==> src/logic/host_fifo_pkg.sv <==
/*
 * shared types for the host-to-device streaming channel:
 * beat, channel, block slot, beat index and block count types,
 * plus the default buffer and output FIFO sizes
 */

`default_nettype none

package host_fifo_pkg;

   typedef logic [63:0] data_t;    // one completion or output beat
   typedef logic [3:0]  chan_t;    // channel number, upper tag nibble
   typedef logic [3:0]  block_t;   // block slot, lower tag nibble
   typedef logic [5:0]  index_t;   // beat within a 64 beat block
   typedef logic [22:0] count_t;   // completed blocks, 512 bytes each

   // eight 512 byte blocks in the reorder buffer by default
   localparam int DEF_BLOCK_LOG2 = 3;
   // sixteen entry output FIFO by default
   localparam int DEF_DEPTH_LOG2 = 4;

endpackage : host_fifo_pkg

`default_nettype wire

==> src/logic/stream_fifo.sv <==
/*
 * single-clock first-word-fall-through output FIFO,
 * occupancy count and almost-full flag for drain control
 */

`default_nettype none

module stream_fifo import host_fifo_pkg::*; #(
   parameter int DEPTH_LOG2 = DEF_DEPTH_LOG2
) (
   input  wire logic  i_clock,
   input  wire logic  i_reset,
   input  wire logic  i_push,       // writer honours almost-full, so never overflows
   input  wire data_t i_push_data,
   output logic       o_almost_full,
   input  wire logic  i_read,       // pop, taken only while valid
   output data_t      o_read_data,
   output logic       o_read_valid
);

   localparam int DEPTH = 1 << DEPTH_LOG2;

   data_t                 mem [DEPTH];
   logic [DEPTH_LOG2-1:0] wr_ptr;
   logic [DEPTH_LOG2-1:0] rd_ptr;
   logic [DEPTH_LOG2:0]   count;   // one extra bit so full is distinct from empty
   logic                  pop;

   assign pop          = i_read && o_read_valid;
   assign o_read_valid = (count != '0);
   assign o_read_data  = mem[rd_ptr];   // head word is always on the output
   // three free entries cover the beats already in the buffer pipeline
   assign o_almost_full = (count >= (DEPTH_LOG2 + 1)'(DEPTH - 3));

   always_ff @(posedge i_clock) begin
      if (i_push) begin
         mem[wr_ptr] <= i_push_data;
      end
   end

   always_ff @(posedge i_clock) begin
      if (i_reset) begin
         wr_ptr <= '0;
         rd_ptr <= '0;
         count  <= '0;
      end else begin
         if (i_push) begin
            wr_ptr <= wr_ptr + 1'b1;
         end
         if (pop) begin
            rd_ptr <= rd_ptr + 1'b1;
         end
         // push and pop together leave the count unchanged
         count <= count + {{DEPTH_LOG2{1'b0}}, i_push} - {{DEPTH_LOG2{1'b0}}, pop};
      end
   end

endmodule : stream_fifo

`default_nettype wire

==> config.mk <==
export PLATFORM = sky130hd
export DESIGN_NAME = stream_fifo
export DESIGN_NICKNAME = d
export VERILOG_FILES = /design/src/logic/host_fifo_pkg.sv /design/src/logic/stream_fifo.sv
export SDC_FILE = /design/constraint.sdc
export NUM_CORES = 1
export LEC_CHECK = 0
export ABC_AREA = 1
export BUFFER_PORTS_ARGS = -buffer_cell sky130_fd_sc_hd__buf_4
export CORE_MARGIN = 5
export CORE_UTILIZATION = 50
export DETAILED_ROUTE_END_ITERATION = 10
export PLACE_DENSITY = 0.63
export SETUP_SLACK_MARGIN = 0.4
export SKIP_LAST_GASP = 1
export SYNTH_ARGS = -nofsm -noshare
export SYNTH_HDL_FRONTEND = slang
export SYNTH_SLANG_ARGS = --single-unit
==> constraint.sdc <==
create_clock -name i_clock -period 8 [get_ports i_clock]
set_clock_uncertainty 0.1 [all_clocks]
set_input_delay 0.8 -clock i_clock [delete_from_list [all_inputs] [get_ports i_clock]]
set_output_delay 0.8 -clock i_clock [all_outputs]
set_load 0.02 [all_outputs]
## Word level (Yosys, flattened, before mapping)

Memory sizes are Yosys's and may differ from the RTL's. A register that Yosys moved wholly into a read port is not among the register bits.
Index checks and enable logic that the tools add are counted.

- Register bits after elaboration: 13
- RAM bits: 1024
- Input port bits: 68
- Output and inout port bits: 66
- Word-level logic and storage cells: 15
- Memories: 1

Memory list:

| memory | depth | bits a word | rd ports | clocked after Yosys merged registers in | wr ports | line | text |
|---|---|---|---|---|---|---|---|
| mem | 16 | 64 | 1 | 1 | 1 | stream_fifo.sv:23 | `data_t mem [DEPTH];` |

- Add/sub/neg operators: 4
- $lt $le $gt $ge: 1
- Mux-type cells: 4
- Reduce and logical (&&, ||, !) cells: 2

Operators with widths:

| cell | number |
|---|---|
| $add 4x1->4 const B | 2 |
| $mux 4 | 2 |
| $add 5x1->5 | 1 |
| $ge 5x4->1 const B | 1 |
| $reduce_bool 5->1 | 1 |
| $sub 5x1->5 | 1 |
| $mux 1 | 2 |
| $logic_and 1x1->1 | 1 |

## Longest topological paths before layout

- Depth in word-level cells: 4
- Mapped depth: 15
- Gate-level depth less buffers: 15

## Worst setup path before layout

Ideal clock, no wire load.

- Path type: input-to-reg
- From: input i_push
- To: memory mem[15][0] in the netlist's numbering, enable pin
- Setup time: 486 ps
- Arrival time: 3918 ps
- Data required time: 7414 ps
- Path slack: 3496 ps
- Cell stages on the path: 3
- Buffers on the path: 1
- Path through: clkbuf_1 nand2_1 nor2_1

- Word-level cells in the longest chain between the ends: 2

RTL lines:

| element | line | text |
|---|---|---|
| start: declaration | stream_fifo.sv:13 | `input wire logic i_push,` |
| $mux 1 | stream_fifo.sv:36 | `if (i_push) begin` |
| $mux 1 (not written as such) | stream_fifo.sv:37 | `mem[wr_ptr] <= i_push_data;` |
| end: declaration | stream_fifo.sv:23 |  |

No other way between the ends.

==> impl_summary.md <==
Power
The combinational group share of total power is 20.1%. The net switching power is 3940 uW. The sequential group share of total power is 45.5%. The clock network is responsible for 34.4% of the overall power.

The maximum vdd drop is 0.000201 V. The internal portion of the total power is 9590 uW. The switching share of power is 29.1%. The power density over the cells is 272 mW/mm^2. Summed over all cells, the static leakage comes to 0.0211 uW.

Synth
The Yosys step of the flow raised 0 warnings. After synthesis the cells add up to 0.0449 sq mm. The number of nets handed over by synthesis was 4336. In this run, synthesis produced a sequential element count of 1041. The count of mapped cells out of synthesis is 4252. The netlist uses 22 different library cells. The portion of the post-synthesis area used by sequential elements is 69.3%. After synthesis, the mean cell area works out to 10.5 sq um.

Detailed routing
The number of vias per cell after detailed routing is 5.15. The antenna violation net count after detailed routing is 0. The detailed-router iteration count before antenna repair is 6. The total DRC errors in the routed layout is 0.

For this block, the initial DRC count from the detailed router was 2650. The final wirelength is 108 mm. In the final routed layout, each cell accounts on average for 19.4 microns.

The number of vias after detailed routing is 28711.

Floorplanning
The number of primary I/O pins is 134. The die boundary height is 310 microns. The width of the die is 310 microns.

In this run the core area contains 109 standard-cell rows. For this configuration, the core starts out at a cell density of 50.6%. The area of the core is 0.0886 sq mm. The die covers 0.0958 sq mm.

Outcome
The run finished with clean final reports.

CTS
In this run, post-CTS repair resized a total of 0 instances. The largest buffer count on any clock path is 3. At the later pin of the worst-skew pair, clock insertion delay measures 0.66 ns.

In this run, post-CTS hold repair placed 0 buffers. Buffers inserted during clock tree synthesis total 108. After clock tree synthesis, the clock-pin slew on the worst setup and hold paths is 0.05 ns. In this run the clock root is driven by a clkbuf_16. The maximum level of the CTS H-tree is 3.

In this run the post-CTS setup repair buffer count came out at 0. The TritonCTS sink count is 1041. The CTS tree is built.

Global route
The first-pass GRT wire length is 164 mm. The number of global-route vias before repair is 27596. The number of antenna violations at the first check in global routing is 7. The leftover overflow at the end of global routing is 0. Across every metal layer, demand over resource in global routing totals 22.4%. Entering global routing, the biggest net connects 233 pins.

Final layout
The area taken by multi-input logic gates is 0.00956 sq mm. The commonest non-fill, non-tap cell in the layout is nand2_1. Leaving out fill and tap cells, the most frequent cells in the layout are nand2_1 (1367), edfxtp_1 (1024), inv_1 (786), nand3_1 (773), buf_4 (172). The share of post-route cells with drive strength above 1 is 7.56%. The sequential cell area in the final layout is 0.0311 sq mm. The area growth from synthesis to layout is 10.8%. In the final design database the tool counted 4407 nets. After filler insertion, the fill cell instance count of the layout stands at 7454.

Worst setup path
STA classifies the critical path startpoint as a flip-flop. The class of the most critical setup path is flip-flop to output pin. The kind of end point of the critical path is an output pin. The minimum setup slack among reg-to-reg paths is 4.78 ns.

For the worst setup path, the data required time is 7.10 ns. Along the worst path, the maximum fanout reaches 83. The critical path arrival is 4.12 ns.

STA
The period utilization is 62.7%. Once routing completed, OpenROAD measured the worst setup slack at 2.98 ns. The final number of hold-violating endpoints is 0.

Setup repair after global routing left no endpoint under its margin. The post-route minimum period is 5.02 ns. The number of endpoints failing setup at the final stage is 0. Derived from the worst setup path, the maximum achievable clock frequency is 199 MHz. For the pin with the worst max-slew slack, the measured transition is 1.26 ns. Setup total negative slack on the finished layout was measured at 0 ns. The final count of pins violating max slew is 0. The normalized max-slew margin is 15.7%.

Hold path
The path class of the tightest hold or removal check is input pin to flip-flop.

Placement
The count of buffers added on input and output ports is 133. Summed over all nets, the half-perimeter wirelength after detailed placement is 50.7 mm. The worst slack at placement is 3.70 ns. At the end of routability-driven placement, the weighted congestion stood at 0.749.

Job
Max-cap violations in this run came to 0.
[power by group through the flow]
stage	sequential, uW	combinational (uW)	clock, uW
2_1_floorplan	6210	2000	0
3_3_place_gp	6270	2710	0
3_5_place_dp	6270	2730	0
4_1_cts	6160	2740	4740
5_1_grt	6160	3020	4970
6_report	6150	2710	4660
[cell usage after synthesis]
master    instances  area [sq um]
a21boi_1          1          7.51
a21oi_1           7          35.0
and3_1            1          6.26
buf_1            18          67.6
buf_2           107           536
buf_4            26           195
buf_6            43           484
clkbuf_1         19          71.3
dfxtp_1          17           340
edfxtp_1       1024         30700
fa_1              1          20.0
ha_1             15           188
inv_1           787          2950
inv_2             2          7.51
inv_6             1          8.76
nand2_1        1367          5130
nand3_1         773          3870
nand4_1           1          6.26
nor2_1           36           135
o21a_1            1          7.51
o21ai_0           3          15.0
xor2_1            2          17.5
[worst max-delay path, stage by stage, from the launching register on]
cell and delay (ns):
dfxtp_4 0.87, buf_4 0.74, buf_4 0.97, nand3_1 0.15
nand3_1 0.12, nand3_1 0.09, nand2_1 0.23, buf_4 0.18
[worst paths after layout]
path	start	to	cells after the start
min reg2reg	rd_ptr[3]$_SDFFE_PP0N_	flip-flop	2
min	i_reset	count[0]$_SDFF_PP0_	2
max reg2reg	wr_ptr[0]$_SDFFE_PP0P_	mem[9][21]$_DFFE_PP_	4
max	flip-flop	o_read_data[62]	7
[metrics by stage]
stage | power (uW) | utilization, % | std cells | hold slack [ns] | instance area (sq um)
finish | 13500 | 56.1 | 5571 | 0.290 | 49700
global route | 14200 | 56.1 | 5569 | 0.274 | 49700
CTS | 13600 | 56.0 | 5568 | 0.254 | 49700
detailed placement | 9000 | 52.4 | 5378 | 0.396 | 46400
global placement | 8970 | 52.4 | 5378 | 0.387 | 46400
floorplan | 8210 | - | 4252 | 0.371 | 44900
[sequential cells by signal (all words and copies together) (netlist names), named ones only]
name,flops
count,5
mem,1024
rd_ptr,4
wr_ptr,4
[kinds of logic (layout without fill, tap and decap cells)]
group / after synthesis / count (layout) / share of synthesized area [%]
AO/OA/AOI/OAI: 12 / 12 / 0.145
buffers and inverters: 1003 / 1154 / 9.64
other: 0 / 3 / 0
XOR/XNOR: 2 / 2 / 0.0391
adder cells (fa/ha/maj): 16 / 16 / 0.463
AND/OR/NAND/NOR: 2178 / 2178 / 20.4
flip-flops: 1041 / 1041 / 69.3
[per-layer routing]
metal | routed length [microns] | GRT usage, %
met1 | 46300 | 31.2
met2 | 51800 | 37.2
met3 | 7440 | 3.37
met4 | 2700 | 6.55
met5 | 52 | 0
[final cells by class]
cell class              count  share of cell area, %
repair buffers            174                   2.68
diodes                      3                 0.0151
flip-flops and latches   1041                   62.6
clock buffers             142                   5.70
well taps                1165                   2.93
multi-input cells        2208                   19.2
inverters                 790                   6.03
clock inverters            48                  0.821
(Power assumes the default switching activity.)
