## src/logic/host_fifo_pkg.sv

```systemverilog
/*
 * shared types for the host-to-device streaming channel:
 * beat, channel, block slot, beat index and block count types,
 * plus the default buffer and output FIFO sizes
 */

`default_nettype none

package host_fifo_pkg;

   typedef logic [63:0] data_t;    // one completion or output beat
   typedef logic [3:0]  chan_t;    // channel number, upper tag nibble
   typedef logic [3:0]  block_t;   // block slot, lower tag nibble
   typedef logic [5:0]  index_t;   // beat within a 64 beat block
   typedef logic [22:0] count_t;   // completed blocks, 512 bytes each

   // eight 512 byte blocks in the reorder buffer by default
   localparam int DEF_BLOCK_LOG2 = 3;
   // sixteen entry output FIFO by default
   localparam int DEF_DEPTH_LOG2 = 4;

endpackage : host_fifo_pkg

`default_nettype wire

```

## src/logic/cpl_if.sv

```systemverilog
/*
 * completion beat bus from the receiver into the reorder buffer,
 * no back-pressure: a valid beat is always written that cycle
 */

`default_nettype none

interface cpl_if import host_fifo_pkg::*; ();

   logic   valid;   // beat present this cycle
   block_t block;   // destination block slot
   index_t index;   // beat position inside the block
   data_t  data;    // payload
   logic   last;    // beat 63, closes the block

   // receiver side drives every field
   modport rx  (output valid, block, index, data, last);
   // reorder buffer side only listens
   modport rob (input  valid, block, index, data, last);

endinterface : cpl_if

`default_nettype wire

```

## src/logic/cpl_receiver.sv

```systemverilog
/*
 * completion receiver: keeps only beats for this channel,
 * registers them onto the completion bus with a last flag,
 * and counts finished blocks into the byte-count status word
 */

`default_nettype none

module cpl_receiver import host_fifo_pkg::*; (
   input  wire logic   i_clock,
   input  wire logic   i_reset,
   input  wire chan_t  i_chan,        // channel this receiver answers to
   input  wire logic   i_cpl_valid,
   input  wire logic [7:0] i_cpl_tag, // channel nibble and block nibble
   input  wire index_t i_cpl_index,
   input  wire data_t  i_cpl_data,
   cpl_if.rx           cpl,
   output logic [31:0] o_status       // bytes completed, 512 byte granularity
);

   logic   match;       // beat belongs to this channel
   logic   match_last;  // and it is the final beat of its block
   count_t blocks_done;

   assign match      = i_cpl_valid && (i_cpl_tag[7:4] == i_chan);
   assign match_last = match && (&i_cpl_index); // index 63
   assign o_status   = {blocks_done, 9'd0};     // count times 512

   always_ff @(posedge i_clock) begin
      if (i_reset) begin
         cpl.valid <= 1'b0;
         cpl.last  <= 1'b0;
      end else begin
         cpl.valid <= match;
         cpl.last  <= match_last;
      end
   end

   // payload follows the strobe, nothing to clear
   always_ff @(posedge i_clock) begin
      cpl.block <= block_t'(i_cpl_tag[3:0]);
      cpl.index <= i_cpl_index;
      cpl.data  <= i_cpl_data;
   end

   // counts off the registered last, so it lines up with the filled flag
   always_ff @(posedge i_clock) begin
      if (i_reset) begin
         blocks_done <= '0;
      end else if (cpl.valid && cpl.last) begin
         blocks_done <= blocks_done + count_t'(1);
      end
   end

endmodule : cpl_receiver

`default_nettype wire

```

## src/flat_wrapper.sv

```systemverilog
// flat-port wrapper written by rule: the top's interface ports become plain ports
module cpl_receiver_flat import host_fifo_pkg::*;
  (i_clock, i_reset, i_chan, i_cpl_valid, i_cpl_tag, i_cpl_index, i_cpl_data, o_status, cpl_valid, cpl_block, cpl_index, cpl_data, cpl_last);
  cpl_if cpl_i ();
  input  wire logic i_clock;
  input  wire logic i_reset;
  input  wire chan_t i_chan;
  input  wire logic i_cpl_valid;
  input  wire logic [7:0] i_cpl_tag;
  input  wire index_t i_cpl_index;
  input  wire data_t i_cpl_data;
  output logic [31:0] o_status;
  output wire logic [$bits(cpl_i.valid)-1:0] cpl_valid;
  output wire logic [$bits(cpl_i.block)-1:0] cpl_block;
  output wire logic [$bits(cpl_i.index)-1:0] cpl_index;
  output wire logic [$bits(cpl_i.data)-1:0] cpl_data;
  output wire logic [$bits(cpl_i.last)-1:0] cpl_last;
  assign cpl_valid = cpl_i.valid;
  assign cpl_block = cpl_i.block;
  assign cpl_index = cpl_i.index;
  assign cpl_data = cpl_i.data;
  assign cpl_last = cpl_i.last;
  cpl_receiver u_core (.i_clock(i_clock), .i_reset(i_reset), .i_chan(i_chan), .i_cpl_valid(i_cpl_valid), .i_cpl_tag(i_cpl_tag), .i_cpl_index(i_cpl_index), .i_cpl_data(i_cpl_data), .cpl(cpl_i), .o_status(o_status));
endmodule
```

## config.mk

```make
export PLATFORM = sky130hd
export DESIGN_NAME = cpl_receiver_flat
export DESIGN_NICKNAME = d
export VERILOG_FILES = /design/src/logic/host_fifo_pkg.sv /design/src/logic/cpl_if.sv /design/src/logic/cpl_receiver.sv /design/src/flat_wrapper.sv
export SDC_FILE = /design/constraint.sdc
export NUM_CORES = 1
export LEC_CHECK = 0
export BUFFER_PORTS_ARGS = -buffer_cell sky130_fd_sc_hd__buf_4
export CORE_MARGIN = 4
export CORE_UTILIZATION = 36
export DETAILED_ROUTE_END_ITERATION = 8
export PLACE_DENSITY = 0.76
export SLEW_MARGIN = 20
export SYNTH_ARGS = -nofsm -noshare
export SYNTH_HDL_FRONTEND = slang
export SYNTH_SLANG_ARGS = --single-unit
export TNS_END_PERCENT = 1
```

## constraint.sdc

```tcl
create_clock -name i_clock -period 2 [get_ports i_clock]
set_clock_uncertainty 0.2 [all_clocks]
set_input_delay 0.2 -clock i_clock [delete_from_list [all_inputs] [get_ports i_clock]]
set_output_delay 0.2 -clock i_clock [all_outputs]
set_load 0.02 [all_outputs]
```

## After elaboration in Yosys (flattened, before gate mapping)

Cells that the tools add are included.

| word-level totals | value |
|---|---|
| output and inout bits | 108 |
| input bits | 85 |
| bits in registers | 99 |
| memory bits (writable) | 0 |
| bits in latches | 0 |
| word-level logic and storage cells | 12 |
| memories | 0 |
| memory bits (read-only) | 0 |

| operators by class | value |
|---|---|
| reduce and logical (&&, ||, !) cells | 4 |
| bitwise logic cells | 0 |
| mux-type cells | 0 |
| magnitude comparators | 0 |
| $mul | 0 |
| shift-type cells | 0 |
| eq/ne operators | 1 |
| add/sub/neg operators | 1 |
| divide/modulo/power cells | 0 |

Operator list:

| cell | number |
|---|---|
| $add 23x1->23 const B | 1 |
| $reduce_and 6->1 | 1 |
| $eq 4x4->1 | 1 |
| $logic_and 1x1->1 | 3 |

## Longest topological paths before layout

| logic depth | value |
|---|---|
| depth in word-level cells | 3 |
| mapped depth | 5 |

## Least setup slack after synthesis

Ideal clock, no wire load.

| path | value |
|---|---|
| path kind | flip-flop to flip-flop |
| start | reg u_core.blocks_done[6] |
| end | reg u_core.blocks_done[18] |
| data arrival time | 1.791 ns |
| setup slack | -0.061 ns |
| path buffers | 1 |
| stages on the path, launching flop included | 6 |
| cell sequence | dfxtp_1 > nand4_1 > or4_4 > buf_6 > or3_1 > a21oi_1 |

| on the way | value |
|---|---|
| longest elaborated chain between the ends | 1 |

Ends and longest elaborated chain:

| item | line | RTL |
|---|---|---|
| from (decl) | cpl_receiver.sv:23 | `count_t blocks_done;` |
| from (signal assigned) | cpl_receiver.sv:51 | `blocks_done <= blocks_done + count_t'(1);` |
| $add 23x1->23 | cpl_receiver.sv:51 |  |

No other way between the ends.
A chain may end at the register's enable or synchronous reset.

## Worst setup path in the final report

| path | value |
|---|---|
| start | reg u_core.blocks_done[11] |
| end | reg u_core.blocks_done[21] |

Same word-level chain as after synthesis.

==> impl_metrics.csv <==
group,metric,value,unit
outcome,status,"finished, final reports clean",
global_routing,grt_pass1_vias,2797,
cts,clk-insertion-delay-late,0.36,ns
routing,wire_per_inst,15.55,um
cts,cts-buffers-inserted,9,
global_routing,grt_overflow,0,
sta,fmaxAchievable,516.6,MHz
cts,path_clk_slew,0.11,ns
global_routing,use_met3,8.051,%
sta,setup_viol,0,
power,pwr-share-clk,34.1,%
die,num_rows,31,
yosys,seq_area_frac_synth,72.69,%
cells_and_area,syn_to_final_growth,92.57,%
placement,portBuffers,183,
worst_setup_path,crit_arrival,2.03,ns
sta,min_period_over_period,96.79,%
global_routing,grt_pass1_wl,13.70,mm
routing,firstDrtPassIters,4,
worst_setup_path,critPathKind,"flip-flop to flip-flop",
cells_and_area,diodes,0,
placement,gp_congestion,0.7545,
placement,pre_cts_ws,0.05845,ns
sta,final-hold-violation-count,0,
global_routing,grt_max_degree,25,
hold_path,hold_class,"input port to flip-flop",
cells_and_area,mostFrequentLayoutCells,"190 x buf_4, 88 x dfxtp_1, 80 x dlygate4sd3_1, 14 x a21oi_1",
sta,slew_viol_final,0,
worst_setup_path,path_cells,"nand4_2, or4_4, or4_1, a21oi_1",
power,p_sw_share,25.11,%
routing,via_count,2678,
worst_setup_path,cp.buffers_inverters,0,
cts,cts_sinks,99,
die,fp.dieW,95.03,um
worst_setup_path,cp-start-kind,"flip-flop",
yosys,synth-edff-count,0,
sta,min_period,1.936,ns
die,coreArea,7292,um2
worst_setup_path,cp_max_fo,12,
cts,cts_buffer_depth,2,
cts,htreeDepth,3,
sta,fin_setup_tns,0,ns
yosys,yosys_warnings,0,
yosys,synth_ff_type,"dfxtp_1",
cells_and_area,drive_gt1_share,44.82,%
cells_and_area,stdcell_area,5250,um2
cts,cts_tree,"yes",
routing,wl,9.347,mm
global_routing,use_met2,37.58,%
routing,initialDrtViolationCount,52,
sta,setup_slack,0.06429,ns
placement,dpl_cell_area,4224,um2
yosys,async_reset_ff_share,0,%
placement,dpl.cell_count,505,
global_routing,gr-usage-met1,20.68,%
yosys,synth_cells,221,
global_routing,busiest_layer,"met2",
worst_setup_path,critPathTopFamily,"simple AND/OR/NAND/NOR gates",
power,peakVddDrop,0.4784,mV
power,leakage,2.395,nW
global_routing,groute.usage.overall,20.18,%
routing,ant_nets,0,
sta,rsz0062_at_grt,"true",
cells_and_area,fin_util,72.00,%
cts,postCtsSetupRepairBufs,0,
power,power_frac_comb,13.5,%
worst_setup_path,critPathSlowestCell,"or4_4",
cts,cts-root-buf,"clkbuf_8",
worst_setup_path,cpPeakStageDelay,0.60,ns
yosys,syn_avg_cell_area,12.34,um2
power,p_sw,0.9945,mW
power,power_per_cell_area,754.3,nW/um2
power,p_seq_share,52.4,%
cells_and_area,stdcell_count,601,
yosys,ys_ff_latch,99,
cells_and_area,fillCellCount,497,
cells_and_area,layout.nets,583,
power,intPower,2.966,mW
cells_and_area,final_common_cell,"buf_4",
worst_setup_path,critical_path_required,2.10,ns
global_routing,antenna_found_initial,0,
yosys,syn-cell-area,2726,um2
yosys,synth_cell_types,34,
job,maxCapViolCount,0,
routing,drc_errors,0,
die,ioPinCount,193,
die,die_h,95.03,um
die,dieArea,9030,um2
routing,via_per_inst,4.456,
placement,hpwl,5.909,mm
die,initial_core_util,37.39,%
worst_setup_path,cp-end-kind,"flip-flop",
[power groups by stage]
stage,Clock [mW],Combinational [mW],Sequential (mW)
after floorplan,0,0.0423,2.22
after CTS,1.38,0.521,2.07
after global routing,1.46,0.559,2.08
final,1.35,0.533,2.08
after global placement,0,0.387,2.12
after detailed placement,0,0.392,2.12
[cell type report]
type	instances	area [um2]	area share [%]
Timing Repair Buffer	270	2227	42.42
Sequential cell	99	1998	38.06
Multi-Input combinational cell	111	663.1	12.63
Clock buffer	9	123.9	2.359
Tap cell	99	123.9	2.359
Clock inverter	7	91.34	1.740
Inverter	6	22.52	0.4290
[worst min-delay path: cells and delay by family]
family	cells	cell delay (ns)
compound gates	1	0.08
buf+inv	1	0.08
simple gates	2	0.18
[final timing paths]
| check | start | end | slack [ns] | cells after the start |
|---|---|---|---|---|
| hold / removal | i_cpl_tag[5] | u_core.cpl.valid | 0.03 | 4 |
| setup / recovery | u_core.blocks_done[11] | u_core.blocks_done[21] | 0.06 | 4 |
| hold reg to reg | u_core.blocks_done[1] | u_core.blocks_done[1] | 0.30 | 2 |
| setup reg to reg | u_core.blocks_done[11] | u_core.blocks_done[21] | 0.06 | 4 |
[what timing repair did]
action / in CTS / in global routing
hold buffers: 80 / 0
hold endpoints to repair: 98 / 0
setup endpoints to repair: 0 / 6
gates resized for setup: 0 / 4
[through the flow]
| stage | hold slack (ns) | power [mW] |
|---|---|---|
| 3_3_place_gp | 0.1045 | 2.503 |
| 3_5_place_dp | 0.1054 | 2.509 |
| 5_1_grt | 0.03589 | 4.105 |
| 4_1_cts | 0.002578 | 3.978 |
| 6_report | 0.03061 | 3.960 |
| 2_1_floorplan | 0.02772 | 2.262 |
[synthesized netlist by cell type, types with 2 or more instances]
library cell	count	share of area, %
inv_1	6	0.83
or3_1	9	2.1
xor2_1	9	2.9
o21ai_0	9	1.7
dfxtp_1	99	73
nand4_1	10	2.3
nand2_1	9	1.2
buf_4	9	2.5
nor2_1	10	1.4
a21oi_1	14	2.6
clkbuf_1	2	0.28
o31ai_1	4	1.1
or4_1	4	1.1
and4_1	2	0.64
nand3_1	6	1.1
[kinds of logic after synthesis]
logic type,after synthesis,synth area share (%)
buf+inv,19,4.314
fa+ha+maj,1,0.4589
flops,99,72.69
compound gates,29,5.920
other cells,1,0.1375
simple gates,62,13.26
xor+xnor,10,3.213
[per-layer routing]
metal,routed length [um],vias up
met5,0,-
met4,114,0
met3,771,8
met2,5152,126
met1,3308,1246
li1,-,1298
[registers in the layout, indices dropped and copies added, names as in the netlist]
signal,flops
u_core.blocks_done,23
u_core.cpl.block,4
u_core.cpl.data,64
u_core.cpl.index,6
u_core.cpl.last,1
u_core.cpl.valid,1
Note: power is estimated with default switching activity, not from simulation.
