$ cat config.mk
export PLATFORM = sky130hd
export DESIGN_NAME = read_requester
export DESIGN_NICKNAME = d
export VERILOG_FILES = /design/src/logic/host_fifo_pkg.sv /design/src/logic/read_requester.sv
export SDC_FILE = /design/constraint.sdc
export NUM_CORES = 1
export LEC_CHECK = 0
export ABC_AREA = 1
export BUFFER_PORTS_ARGS = -buffer_cell sky130_fd_sc_hd__buf_2
export CORE_AREA = 8 8 45 47
export CTS_BUF_LIST = sky130_fd_sc_hd__clkbuf_16
export CTS_CLUSTER_DIAMETER = 50
export DETAILED_ROUTE_END_ITERATION = 12
export DIE_AREA = 0 0 53 55
export PLACE_DENSITY = 0.67
export RECOVER_POWER = 100
export SETUP_SLACK_MARGIN = 0.05
export SLEW_MARGIN = 30
export SYNTH_ARGS = -nofsm -noshare
export SYNTH_HDL_FRONTEND = slang
export SYNTH_SLANG_ARGS = --single-unit
$ cat constraint.sdc
create_clock -name i_clock -period 2.2 [get_ports i_clock]
set_input_delay 0.33 -clock i_clock [delete_from_list [all_inputs] [get_ports i_clock]]
set_output_delay 0.33 -clock i_clock [all_outputs]
set_load 0.02 [all_outputs]
$ cat src/logic/host_fifo_pkg.sv
/*
 * shared types for the host-to-device streaming channel:
 * beat, channel, block slot, beat index and block count types,
 * plus the default buffer and output FIFO sizes
 */

`default_nettype none

package host_fifo_pkg;

   typedef logic [63:0] data_t;    // one completion or output beat
   typedef logic [3:0]  chan_t;    // channel number, upper tag nibble
   typedef logic [3:0]  block_t;   // block slot, lower tag nibble
   typedef logic [5:0]  index_t;   // beat within a 64 beat block
   typedef logic [22:0] count_t;   // completed blocks, 512 bytes each

   // eight 512 byte blocks in the reorder buffer by default
   localparam int DEF_BLOCK_LOG2 = 3;
   // sixteen entry output FIFO by default
   localparam int DEF_DEPTH_LOG2 = 4;

endpackage : host_fifo_pkg

`default_nettype wire

$ cat src/logic/read_requester.sv
/*
 * block read requester: sequential tags, a window of outstanding
 * blocks bounded by drain credits, and a short holdoff per request
 */

`default_nettype none

module read_requester import host_fifo_pkg::*; #(
   parameter int BLOCK_LOG2 = DEF_BLOCK_LOG2
) (
   input  wire logic i_clock,
   input  wire logic i_reset,
   input  wire logic i_rr_ready,   // upstream takes the request
   input  wire logic i_drained,    // one pulse per block read out
   output logic      o_rr_valid,
   output block_t    o_rr_tag
);

   localparam int NUM_BLOCKS = 1 << BLOCK_LOG2;

   logic [BLOCK_LOG2-1:0] p_request;    // next block to ask for
   logic [BLOCK_LOG2-1:0] p_drained;    // blocks handed back by the buffer
   logic [BLOCK_LOG2-1:0] outstanding;  // requested and not yet drained
   logic [1:0]            holdoff;      // cycles left before the next request
   logic                  xfer;

   assign outstanding = p_request - p_drained; // wraps cleanly mod NUM_BLOCKS
   // two slots held back so a late block never lands on one still draining
   assign o_rr_valid  = (holdoff == 2'd0) && (outstanding < BLOCK_LOG2'(NUM_BLOCKS - 2));
   assign o_rr_tag    = block_t'(p_request);
   assign xfer        = o_rr_valid && i_rr_ready;

   always_ff @(posedge i_clock) begin
      if (i_reset) begin
         p_request <= '0;
         p_drained <= '0;
         holdoff   <= 2'd0;
      end else begin
         if (xfer) begin
            p_request <= p_request + 1'b1;
            holdoff   <= 2'd3;           // three idle cycles after a request
         end else if (holdoff != 2'd0) begin
            holdoff   <= holdoff - 2'd1;
         end
         if (i_drained) begin
            p_drained <= p_drained + 1'b1; // credit returns a slot
         end
      end
   end

endmodule : read_requester

`default_nettype wire

# Word level (Yosys, flattened, before mapping)
# Cells that the tools add are included.
[word_totals]
register_bits = 8
latchBits = 0
ramBits = 0
mem_bits_ro = 0
in_bits = 4
out_inout_bits = 5
n_memories = 0
[op_classes]
add_sub_neg = 4
n_mul = 0
div = 0
magnitude_cmp = 1
eq_ne = 0
shifts = 0
n_mux = 2
n_bitwise = 0
n_reduce_logical = 5
[op_table]
columns = ["operator", "n"]
rows = [
  ["3-bit by 1-bit adder with 3-bit output (second input constant)", 2],
  ["2-bit two-way mux", 2],
  ["2-bit nonzero test", 2],
  ["3-bit less-than comparator (second input constant)", 1],
  ["3-bit subtractor", 1],
  ["1-bit logical AND", 2],
  ["2-bit zero test", 1],
  ["2-bit by 1-bit subtractor with 2-bit output (second input constant)", 1],
]

# Longest topological paths before layout
# Gate-level depths: netlist of the first run.
[depth]
ltp_word = 5
ltp_mapped = 10
depth_no_buf = 10

# Worst setup path after synthesis of the first run
# No wires, ideal clock.
[synth_timing]
path_type = "register -> output"
startpoint = "register p_request[0]"
endpoint = "output port o_rr_valid"
arrival_time_ns = 1.368
required_time_ns = 1.870
slack_ns = 0.502
path_stages_with_launch = 7
cell_sequence = "dfxtp_1 -> inv_1 -> nand2_1 -> fa_1 -> nand3_4 -> nand2_1 -> inv_1"
[synth_between]
elab_chain_cells = 3
[synth_lines]
columns = ["item", "line", "text"]
rows = [
  ["from (decl)", "read_requester.sv:21", "logic [BLOCK_LOG2-1:0] p_request;"],
  ["from (signal assigned)", "read_requester.sv:40", "p_request <= p_request + 1'b1;"],
  ["3-bit subtractor", "read_requester.sv:27", "assign outstanding = p_request - p_drained;"],
  ["3-bit less-than comparator", "read_requester.sv:29", "assign o_rr_valid = (holdoff == 2'd0) && (outstanding < BLOCK_LOG2'(NUM_BLOCKS - 2));"],
  ["1-bit logical AND", "read_requester.sv:29", ""],
  ["to (decl)", "read_requester.sv:15", "output logic o_rr_valid,"],
]
# Every way passes these cells.

# Worst setup path in the final report of the first run
# Ends and elaborated chain as after synthesis.

==> out/summary.log, run 1 <==
qor: critical_path.cp-startpoint p_request[0]
qor: route.vias 367
qor: synth.synth_seq_cells 8
qor: die.rows 14
qor: critical_path.regToRegStartpoint p_request[0]
qor: placement.dp.final_hpwl 633 um
qor: pwr.vdd_ir_drop_max 670 uV
qor: synth.postSynthCellCount 60
qor: die.core-area 0.00138 mm^2
qor: cells_and_area.register_area 160 um^2
qor: worst_hold_path.worstHoldStart i_reset
qor: global_route.layer_with_the_highest_usage met2
qor: global_route.grt_start_max_net_pins 9
qor: critical_path.critPathCaptureType primary output
qor: clocking.clk_latency 0.23 ns
qor: clocking.cts_num_sinks 8
qor: critical_path.start_kind flip-flop
qor: route.route.detailed.drc 0
qor: clocking.postCtsHoldBufs 0
qor: cells_and_area.final_layout_size_suffix_gt1_share 14.5%
qor: synth.syn-num-nets 68
qor: cells_and_area.multi_input_comb_area 245 um^2
qor: die.num_io_pins 9
qor: route.post_drt_via_cell_ratio 4.32
qor: timing.finalHoldViolations 0
qor: placement.globalplace.congestion 0.690
qor: global_route.grt_antenna_before_repair 0
qor: clocking.cts_tree done
qor: timing.hold-worst-slack 0.329 ns
qor: flow_run.max_cap_viol_count 0
qor: synth.yosysSeqAreaShare 33.9%
qor: cells_and_area.final_cells 85
qor: route.routed_wl 787 um
qor: global_route.grt_use_met2 11.1%
qor: timing.timing_max_transition_violations_final 0
qor: timing.timing.final.setup_violations 0
qor: run_status.outcome completed
qor: critical_path.worst_ep_required_time 1.87 ns
qor: timing.rsz0062_at_grt false
qor: synth.area_share_of_the_largest_cell_type_after_synthesis 33.9%
qor: synth.cell_types_with_the_largest_area_share_after_synthesis sky130_fd_sc_hd__dfxtp_1 34%, sky130_fd_sc_hd__inv_1 9.5%, sky130_fd_sc_hd__ha_1 7.9%
qor: global_route.overflow 0
qor: clocking.post_cts_buffers 0
qor: die.floorplan.initialDensity 34.2%
qor: global_route.groute.layer.met3.usage 5.08%
qor: global_route.vias_in_the_first_global_route 377
qor: pwr.p_leak 0.286 nW
qor: global_route.wire_length_of_the_first_global_routing_pass 1440 um
qor: synth.netlist_area 473 um^2
qor: clocking.clkTransAtPathRegs 0.04 ns
qor: clocking.cts-root-to-sink-buffers 2
qor: synth.netlist-cell-type-count 16
qor: global_route.grt_util_all_layers 6.97%
qor: timing.achievable-frequency 0.509 GHz
qor: timing.finalClockSkew 0.000314 ns
qor: synth.post_synth.cell_area_avg 7.88 um^2
qor: critical_path.critical_path_buf_inv_count 4
qor: global_route.gr-usage-met1 6.46%
qor: clocking.clk_root_buffer_cell sky130_fd_sc_hd__clkbuf_16
qor: route.drt_iter0_drc 3
qor: critical_path.criticalPathCategory flip-flop to primary output
qor: placement.placed_cell_area 520 um^2
qor: timing.min_period_over_period 89.3%
qor: clocking.cts_made_buffers 3
qor: clocking.postCtsResizedCells 0
qor: cells_and_area.fin_util 41.6%
qor: die.dieHeight 55 um
qor: placement.place_inst 82
qor: critical_path.critPathTopFamily buffers and inverters
qor: cells_and_area.insertedDiodeCount 0
qor: cells_and_area.layout.nets 79
qor: worst_hold_path.hp-class primary input to flip-flop
qor: route.drt-pass1-iter-count 3
qor: route.detail_route.wl_per_cell 9.26 um
qor: route.final_antenna_net_count 0
qor: critical_path.cp_max_fo 3
qor: die.fp.dieW 53 um
qor: timing.timing.final.crit_period 1.96 ns
qor: critical_path.slowest_delay 0.40 ns
qor: clocking.cts.htree.levels 1
qor: cells_and_area.flow.area_growth_from_synthesis 21.7%
qor: synth.synth_top_cell_by_area sky130_fd_sc_hd__dfxtp_1
qor: critical_path.cp_data_arrival_time 1.63 ns
qor: timing.accumulated_negative_setup_slack 0 ns
qor: cells_and_area.final_design_area_no_fill 576 um^2
qor: cells_and_area.filler_cell_count 153
qor: pwr.p_per_area 1320 mW/mm^2
qor: die.die_area 0.00292 mm^2
qor: synth.ys_warn_count 0
qor: critical_path.cp_cell_sequence inv_1, nand2_1, fa_1, inv_1, nand2_1, nand3_4, nand2_1, inv_1, clkbuf_1
qor: critical_path.cpMaxStageDelayCell sky130_fd_sc_hd__fa_1
qor: placement.port_buf_inserts 7
==> worst paths after layout <==
path,cells after the start,endpoint,slack [ns]
worst max-delay path,9,o_rr_valid,0.24
worst min-delay path,2,p_request[2],0.33
worst max register to register,9,p_request[0],0.46
worst min register to register,2,p_drained[2],0.49
==> power breakdown <==
group,total (mW),internal [mW],switching (mW)
Sequential,0.200,0.179,0.0219
Combinational,0.262,0.0983,0.164
Clock,0.299,0.234,0.0656
==> layer usage <==
metal / routed length (um) / vias up
met5: 0 / -
met4: 0 / 0
met3: 59 / 0
met2: 398 / 8
met1: 330 / 160
li1: - / 199
==> Yosys cell counts <==
library cell	instances
sky130_fd_sc_hd__xnor2_1	1
sky130_fd_sc_hd__conb_1	1
sky130_fd_sc_hd__o21ai_1	2
sky130_fd_sc_hd__nor2_1	7
sky130_fd_sc_hd__fa_1	1
sky130_fd_sc_hd__buf_4	1
sky130_fd_sc_hd__nand2_1	10
sky130_fd_sc_hd__a21oi_1	5
sky130_fd_sc_hd__xor2_1	2
sky130_fd_sc_hd__inv_1	12
sky130_fd_sc_hd__nand3_4	2
sky130_fd_sc_hd__nand4_1	1
sky130_fd_sc_hd__nand3_2	2
sky130_fd_sc_hd__dfxtp_1	8
sky130_fd_sc_hd__ha_1	3
sky130_fd_sc_hd__nand2_2	2
==> worst reg2reg max path, delay by kind of cell (launching register included) <==
family,cells,cell delay [ns]
buffers and inverters,2,0.15
AO/OA/AOI/OAI,1,0.26
AND/OR/NAND/NOR,5,0.50
adder cells (fa/ha/maj),1,0.40
flip-flops,1,0.31
==> layout by cell type (no fill, tap or decap), types with 2 or more instances in the layout <==
| cell type | count |
|---|---|
| sky130_fd_sc_hd__nor2_1 | 7 |
| sky130_fd_sc_hd__nand2_1 | 11 |
| sky130_fd_sc_hd__nand3_2 | 2 |
| sky130_fd_sc_hd__xor2_1 | 2 |
| sky130_fd_sc_hd__a21oi_1 | 5 |
| sky130_fd_sc_hd__clkbuf_16 | 3 |
| sky130_fd_sc_hd__dfxtp_1 | 8 |
| sky130_fd_sc_hd__inv_1 | 12 |
| sky130_fd_sc_hd__buf_2 | 3 |
| sky130_fd_sc_hd__clkbuf_1 | 4 |
| sky130_fd_sc_hd__ha_1 | 3 |
| sky130_fd_sc_hd__o21ai_0 | 2 |
==> stage by stage <==
step | worst slack (ns) | total power, mW
after floorplan | 0.502 | 0.431
final | 0.236 | 0.762
after CTS | 0.279 | 0.796
after global placement | 0.532 | 0.483
after detailed placement | 0.527 | 0.488
after global routing | 0.114 | 0.817
==> layout make-up <==
type | count | share of cell area, %
multi-input cells | 39 | 42.6
clock buffers | 3 | 13.0
inverters | 12 | 7.83
well taps | 16 | 3.48
flip-flops and latches | 8 | 27.8
repair buffers | 7 | 5.22
==> registers in the layout, indices dropped and copies added, names as in the netlist <==
register,flops
holdoff,2
p_drained,3
p_request,3
==> logic make-up (layout without fill, tap and decap cells) <==
| family | count (synthesis) | in the layout | synth area share (%) |
|---|---|---|---|
| adders and majority gates | 4 | 4 | 12.2 |
| DFF | 8 | 8 | 33.9 |
| and+or+nand+nor | 24 | 24 | 29.1 |
| other | 1 | 1 | 0.793 |
| AOI/OAI and AO/OA | 7 | 7 | 7.41 |
| xor gates and xnor gates | 3 | 3 | 5.56 |
| buffers and inverters | 13 | 22 | 11.1 |
Note: power is estimated with default switching activity, not from simulation.
==> inputs of run 2 (changes only) <==
Settings changed: BUFFER_PORTS_ARGS -buffer_cell sky130_fd_sc_hd__buf_2 to -buffer_cell sky130_fd_sc_hd__clkbuf_2.
==> run 2 against run 1 <==
  * Clock-buffer cell count stayed put
  * Utilization did not move
  * Critical path type unchanged
  * Sequential share of layout area unchanged
  * Global-route usage grew 0.28 points
  * Sequential power barely moved
  * Non-clock buffer count unchanged
  * Cell count unchanged
  * Critical path depth stayed put
  * Clock skew grew 0.0013 ns
==> out/summary.log, run 2 (synthesis gave the netlist of run 1 again) <==
qor: timing.rsz0062_at_grt false
qor: timing.finalHoldViolations 0 [unchanged]
qor: critical_path.worst_ep_required_time 1.87 ns [about the same]
qor: timing.timing.final.setup_violations 0 [unchanged]
qor: route.route.detailed.drc 0 [unchanged]
qor: route.final_antenna_net_count 0 [unchanged]
qor: route.drt_iter0_drc 6 [+3]
qor: critical_path.ff2ff_path_depth 9 [unchanged]
qor: clocking.clkTransAtPathRegs 0.04 ns [about the same]
qor: worst_hold_path.timing.hold.worst_path_depth 2 [unchanged]
qor: die.num_io_pins 9 [unchanged]
qor: critical_path.reg2reg_slack 0.42 ns [-0.04 ns]
qor: critical_path.critPathTopFamily buffers and inverters
qor: route.vias 357 [-2.7%]
qor: timing.achievable-frequency 0.500 GHz [-1.9%]
qor: pwr.post-layout-total-power 0.769 mW [+0.91%]
qor: clocking.clk_root_buffer_cell sky130_fd_sc_hd__clkbuf_16
qor: timing.timing_max_transition_violations_final 0 [unchanged]
qor: timing.timing.final.crit_period 2.00 ns [+0.0373 ns]
qor: worst_hold_path.min_delay_worst_endpoint holdoff[0]
qor: global_route.overflow 0 [unchanged]
qor: worst_hold_path.worstHoldStart i_reset
qor: timing.min_period_over_period 91.0% [+1.7 points]
qor: pwr.p_leak 0.287 nW [+0.23%]
qor: route.post_drt_via_cell_ratio 4.20 [-2.7%]
qor: clocking.cts_made_buffers 3 [unchanged]
qor: placement.detailedPlace.worstSlack 0.501 ns [-0.0258 ns]
qor: placement.place_inst 82 [unchanged]
qor: die.fp.dieW 53 um [unchanged]
qor: run_status.outcome completed
qor: global_route.grt_util_all_layers 7.25% [+0.28 points]
qor: pwr.clock_network_fraction_of_design_power 39.6% [+0.3 points]
qor: route.routed_wl 845 um [+7.4%]
qor: critical_path.cp_data_arrival_time 1.67 ns [+0.04 ns]
qor: critical_path.criticalPathCategory flip-flop to primary output
qor: placement.port_buf_inserts 7 [unchanged]
qor: critical_path.worstReg2RegEnd p_request[0]
qor: critical_path.cp_cell_sequence inv_1, nand2_1, fa_1, inv_1, nand2_1, nand3_4, nand2_1, inv_1, clkbuf_1
qor: die.floorplan.initialDensity 34.2% [unchanged]
qor: global_route.grt_antenna_before_repair 0 [unchanged]
qor: critical_path.critPathCaptureType primary output
qor: pwr.combPwrFrac 34.4% [about the same]
qor: clocking.cts.htree.levels 1 [unchanged]
qor: critical_path.slowest_delay 0.41 ns [about the same]
qor: critical_path.start_kind flip-flop
qor: die.core-area 0.00138 mm^2 [unchanged]
qor: clocking.cts-root-to-sink-buffers 2 [unchanged]
qor: placement.globalplace.congestion 0.760 [+10%]
qor: clocking.cts_tree done
qor: pwr.seq_power_share 26.1% [-0.2 points]
qor: cells_and_area.mostFrequentLayoutCell sky130_fd_sc_hd__inv_1
qor: pwr.switching_share 33.6% [+0.67 points]
qor: cells_and_area.largest_registers p_drained: 3 flops, p_request: 3 flops, holdoff: 2 flops
qor: timing.finalClockSkew 0.00159 ns [+0.00127 ns]
qor: clocking.postCtsHoldBufs 0 [unchanged]
qor: die.rows 14 [unchanged]
qor: timing.final.setup.worst_slack 0.199 ns [-0.0373 ns]
qor: cells_and_area.final_cells 85 [unchanged]
qor: die.die_area 0.00292 mm^2 [unchanged]
qor: critical_path.cp_max_fo 3 [unchanged]
qor: cells_and_area.insertedDiodeCount 0 [unchanged]
qor: global_route.grt_start_max_net_pins 9 [unchanged]
qor: clocking.postCtsResizedCells 0 [unchanged]
qor: pwr.power_switching 0.259 mW [+3.0%]
qor: global_route.wire_length_of_the_first_global_routing_pass 1470 um [+1.9%]
qor: pwr.vdd_ir_drop_max 523 uV [-22%]
qor: route.drt-pass1-iter-count 4 [+1]
qor: cells_and_area.layout.nets 79 [unchanged]
qor: die.dieHeight 55 um [unchanged]
qor: timing.accumulated_negative_setup_slack 0 ns [unchanged]
qor: worst_hold_path.hp-class primary input to flip-flop
qor: flow_run.max_cap_viol_count 0 [unchanged]
qor: global_route.vias_in_the_first_global_route 356 [-5.6%]
qor: pwr.p_per_area 1340 mW/mm^2 [+0.91%]
qor: cells_and_area.leading_cell_types_in_the_layout_fill_and_taps_excluded 12 x sky130_fd_sc_hd__inv_1, 11 x sky130_fd_sc_hd__nand2_1, 8 x sky130_fd_sc_hd__dfxtp_1
qor: placement.dp.final_hpwl 641 um [+1.3%]
qor: clocking.post_cts_buffers 0 [unchanged]
qor: clocking.cts_num_sinks 8 [unchanged]
qor: cells_and_area.flow.area_growth_from_synthesis 21.7% [unchanged]
qor: cells_and_area.final_layout_size_suffix_gt1_share 14.5% [unchanged]
qor: critical_path.critical_path_buf_inv_count 4 [unchanged]
qor: clocking.clk_latency 0.23 ns [about the same]
qor: pwr.p_int 0.510 mW [about the same]
qor: route.detail_route.wl_per_cell 9.94 um [+7.4%]
qor: critical_path.cpMaxStageDelayCell sky130_fd_sc_hd__fa_1
qor: critical_path.regToRegStartpoint p_request[0]
## run 2: worst max path at each step
stage | start | end | slack, ns | depth (start not counted)
floorplan | p_request[0] | o_rr_valid | 0.50 | 6
global placement | p_request[0] | o_rr_valid | 0.52 | 9
detailed placement | p_request[0] | o_rr_valid | 0.50 | 9
CTS | p_request[0] | o_rr_valid | 0.25 | 9
global route | p_request[0] | o_rr_valid | 0.08 | 9
finish | p_request[0] | o_rr_valid | 0.20 | 9
## run 2: cell type report
| cell class | instances | area, um^2 |
|---|---|---|
| multi-input cells | 39 | 245 |
| clock buffers | 3 | 75.1 |
| inverters | 12 | 45.0 |
| repair buffers | 7 | 30.0 |
| flip-flops and latches | 8 | 160 |
| well taps | 16 | 20.0 |
| fillers | 134 | 808 |
## run 2: worst reg2reg max path, stage by stage, from the launching register on
cell,delay (ns)
sky130_fd_sc_hd__dfxtp_1,0.32
sky130_fd_sc_hd__inv_1,0.09
sky130_fd_sc_hd__nand2_1,0.07
sky130_fd_sc_hd__fa_1,0.41
sky130_fd_sc_hd__inv_1,0.07
sky130_fd_sc_hd__nand2_1,0.08
sky130_fd_sc_hd__nand3_4,0.07
sky130_fd_sc_hd__nand3_1,0.25
sky130_fd_sc_hd__o21ai_0,0.25
sky130_fd_sc_hd__nor2_1,0.05
## run 2: power groups by stage
stage               Clock (mW)  Sequential (mW)  Combinational (mW)
floorplan                    0            0.215               0.216
global placement             0            0.202               0.280
detailed placement           0            0.203               0.289
CTS                      0.310            0.200               0.290
global route             0.322            0.207               0.306
finish                   0.304            0.200               0.264
## run 2: per-stage QoR
step                area [um^2]  utilization (%)  hold slack [ns]
floorplan                   473                -            0.399
global placement            520             37.6            0.488
detailed placement          520             37.6            0.495
CTS                         596             43.0            0.337
global route                576             41.6            0.355
finish                      576             41.6            0.332
## run 2: routing by layer
| layer | GRT usage (%) | routed length, um |
|---|---|---|
| met1 | 7.70 | 415 |
| met2 | 10.2 | 399 |
| met3 | 2.41 | 30 |
| met4 | 9.05 | 0 |
| met5 | 0 | 0 |
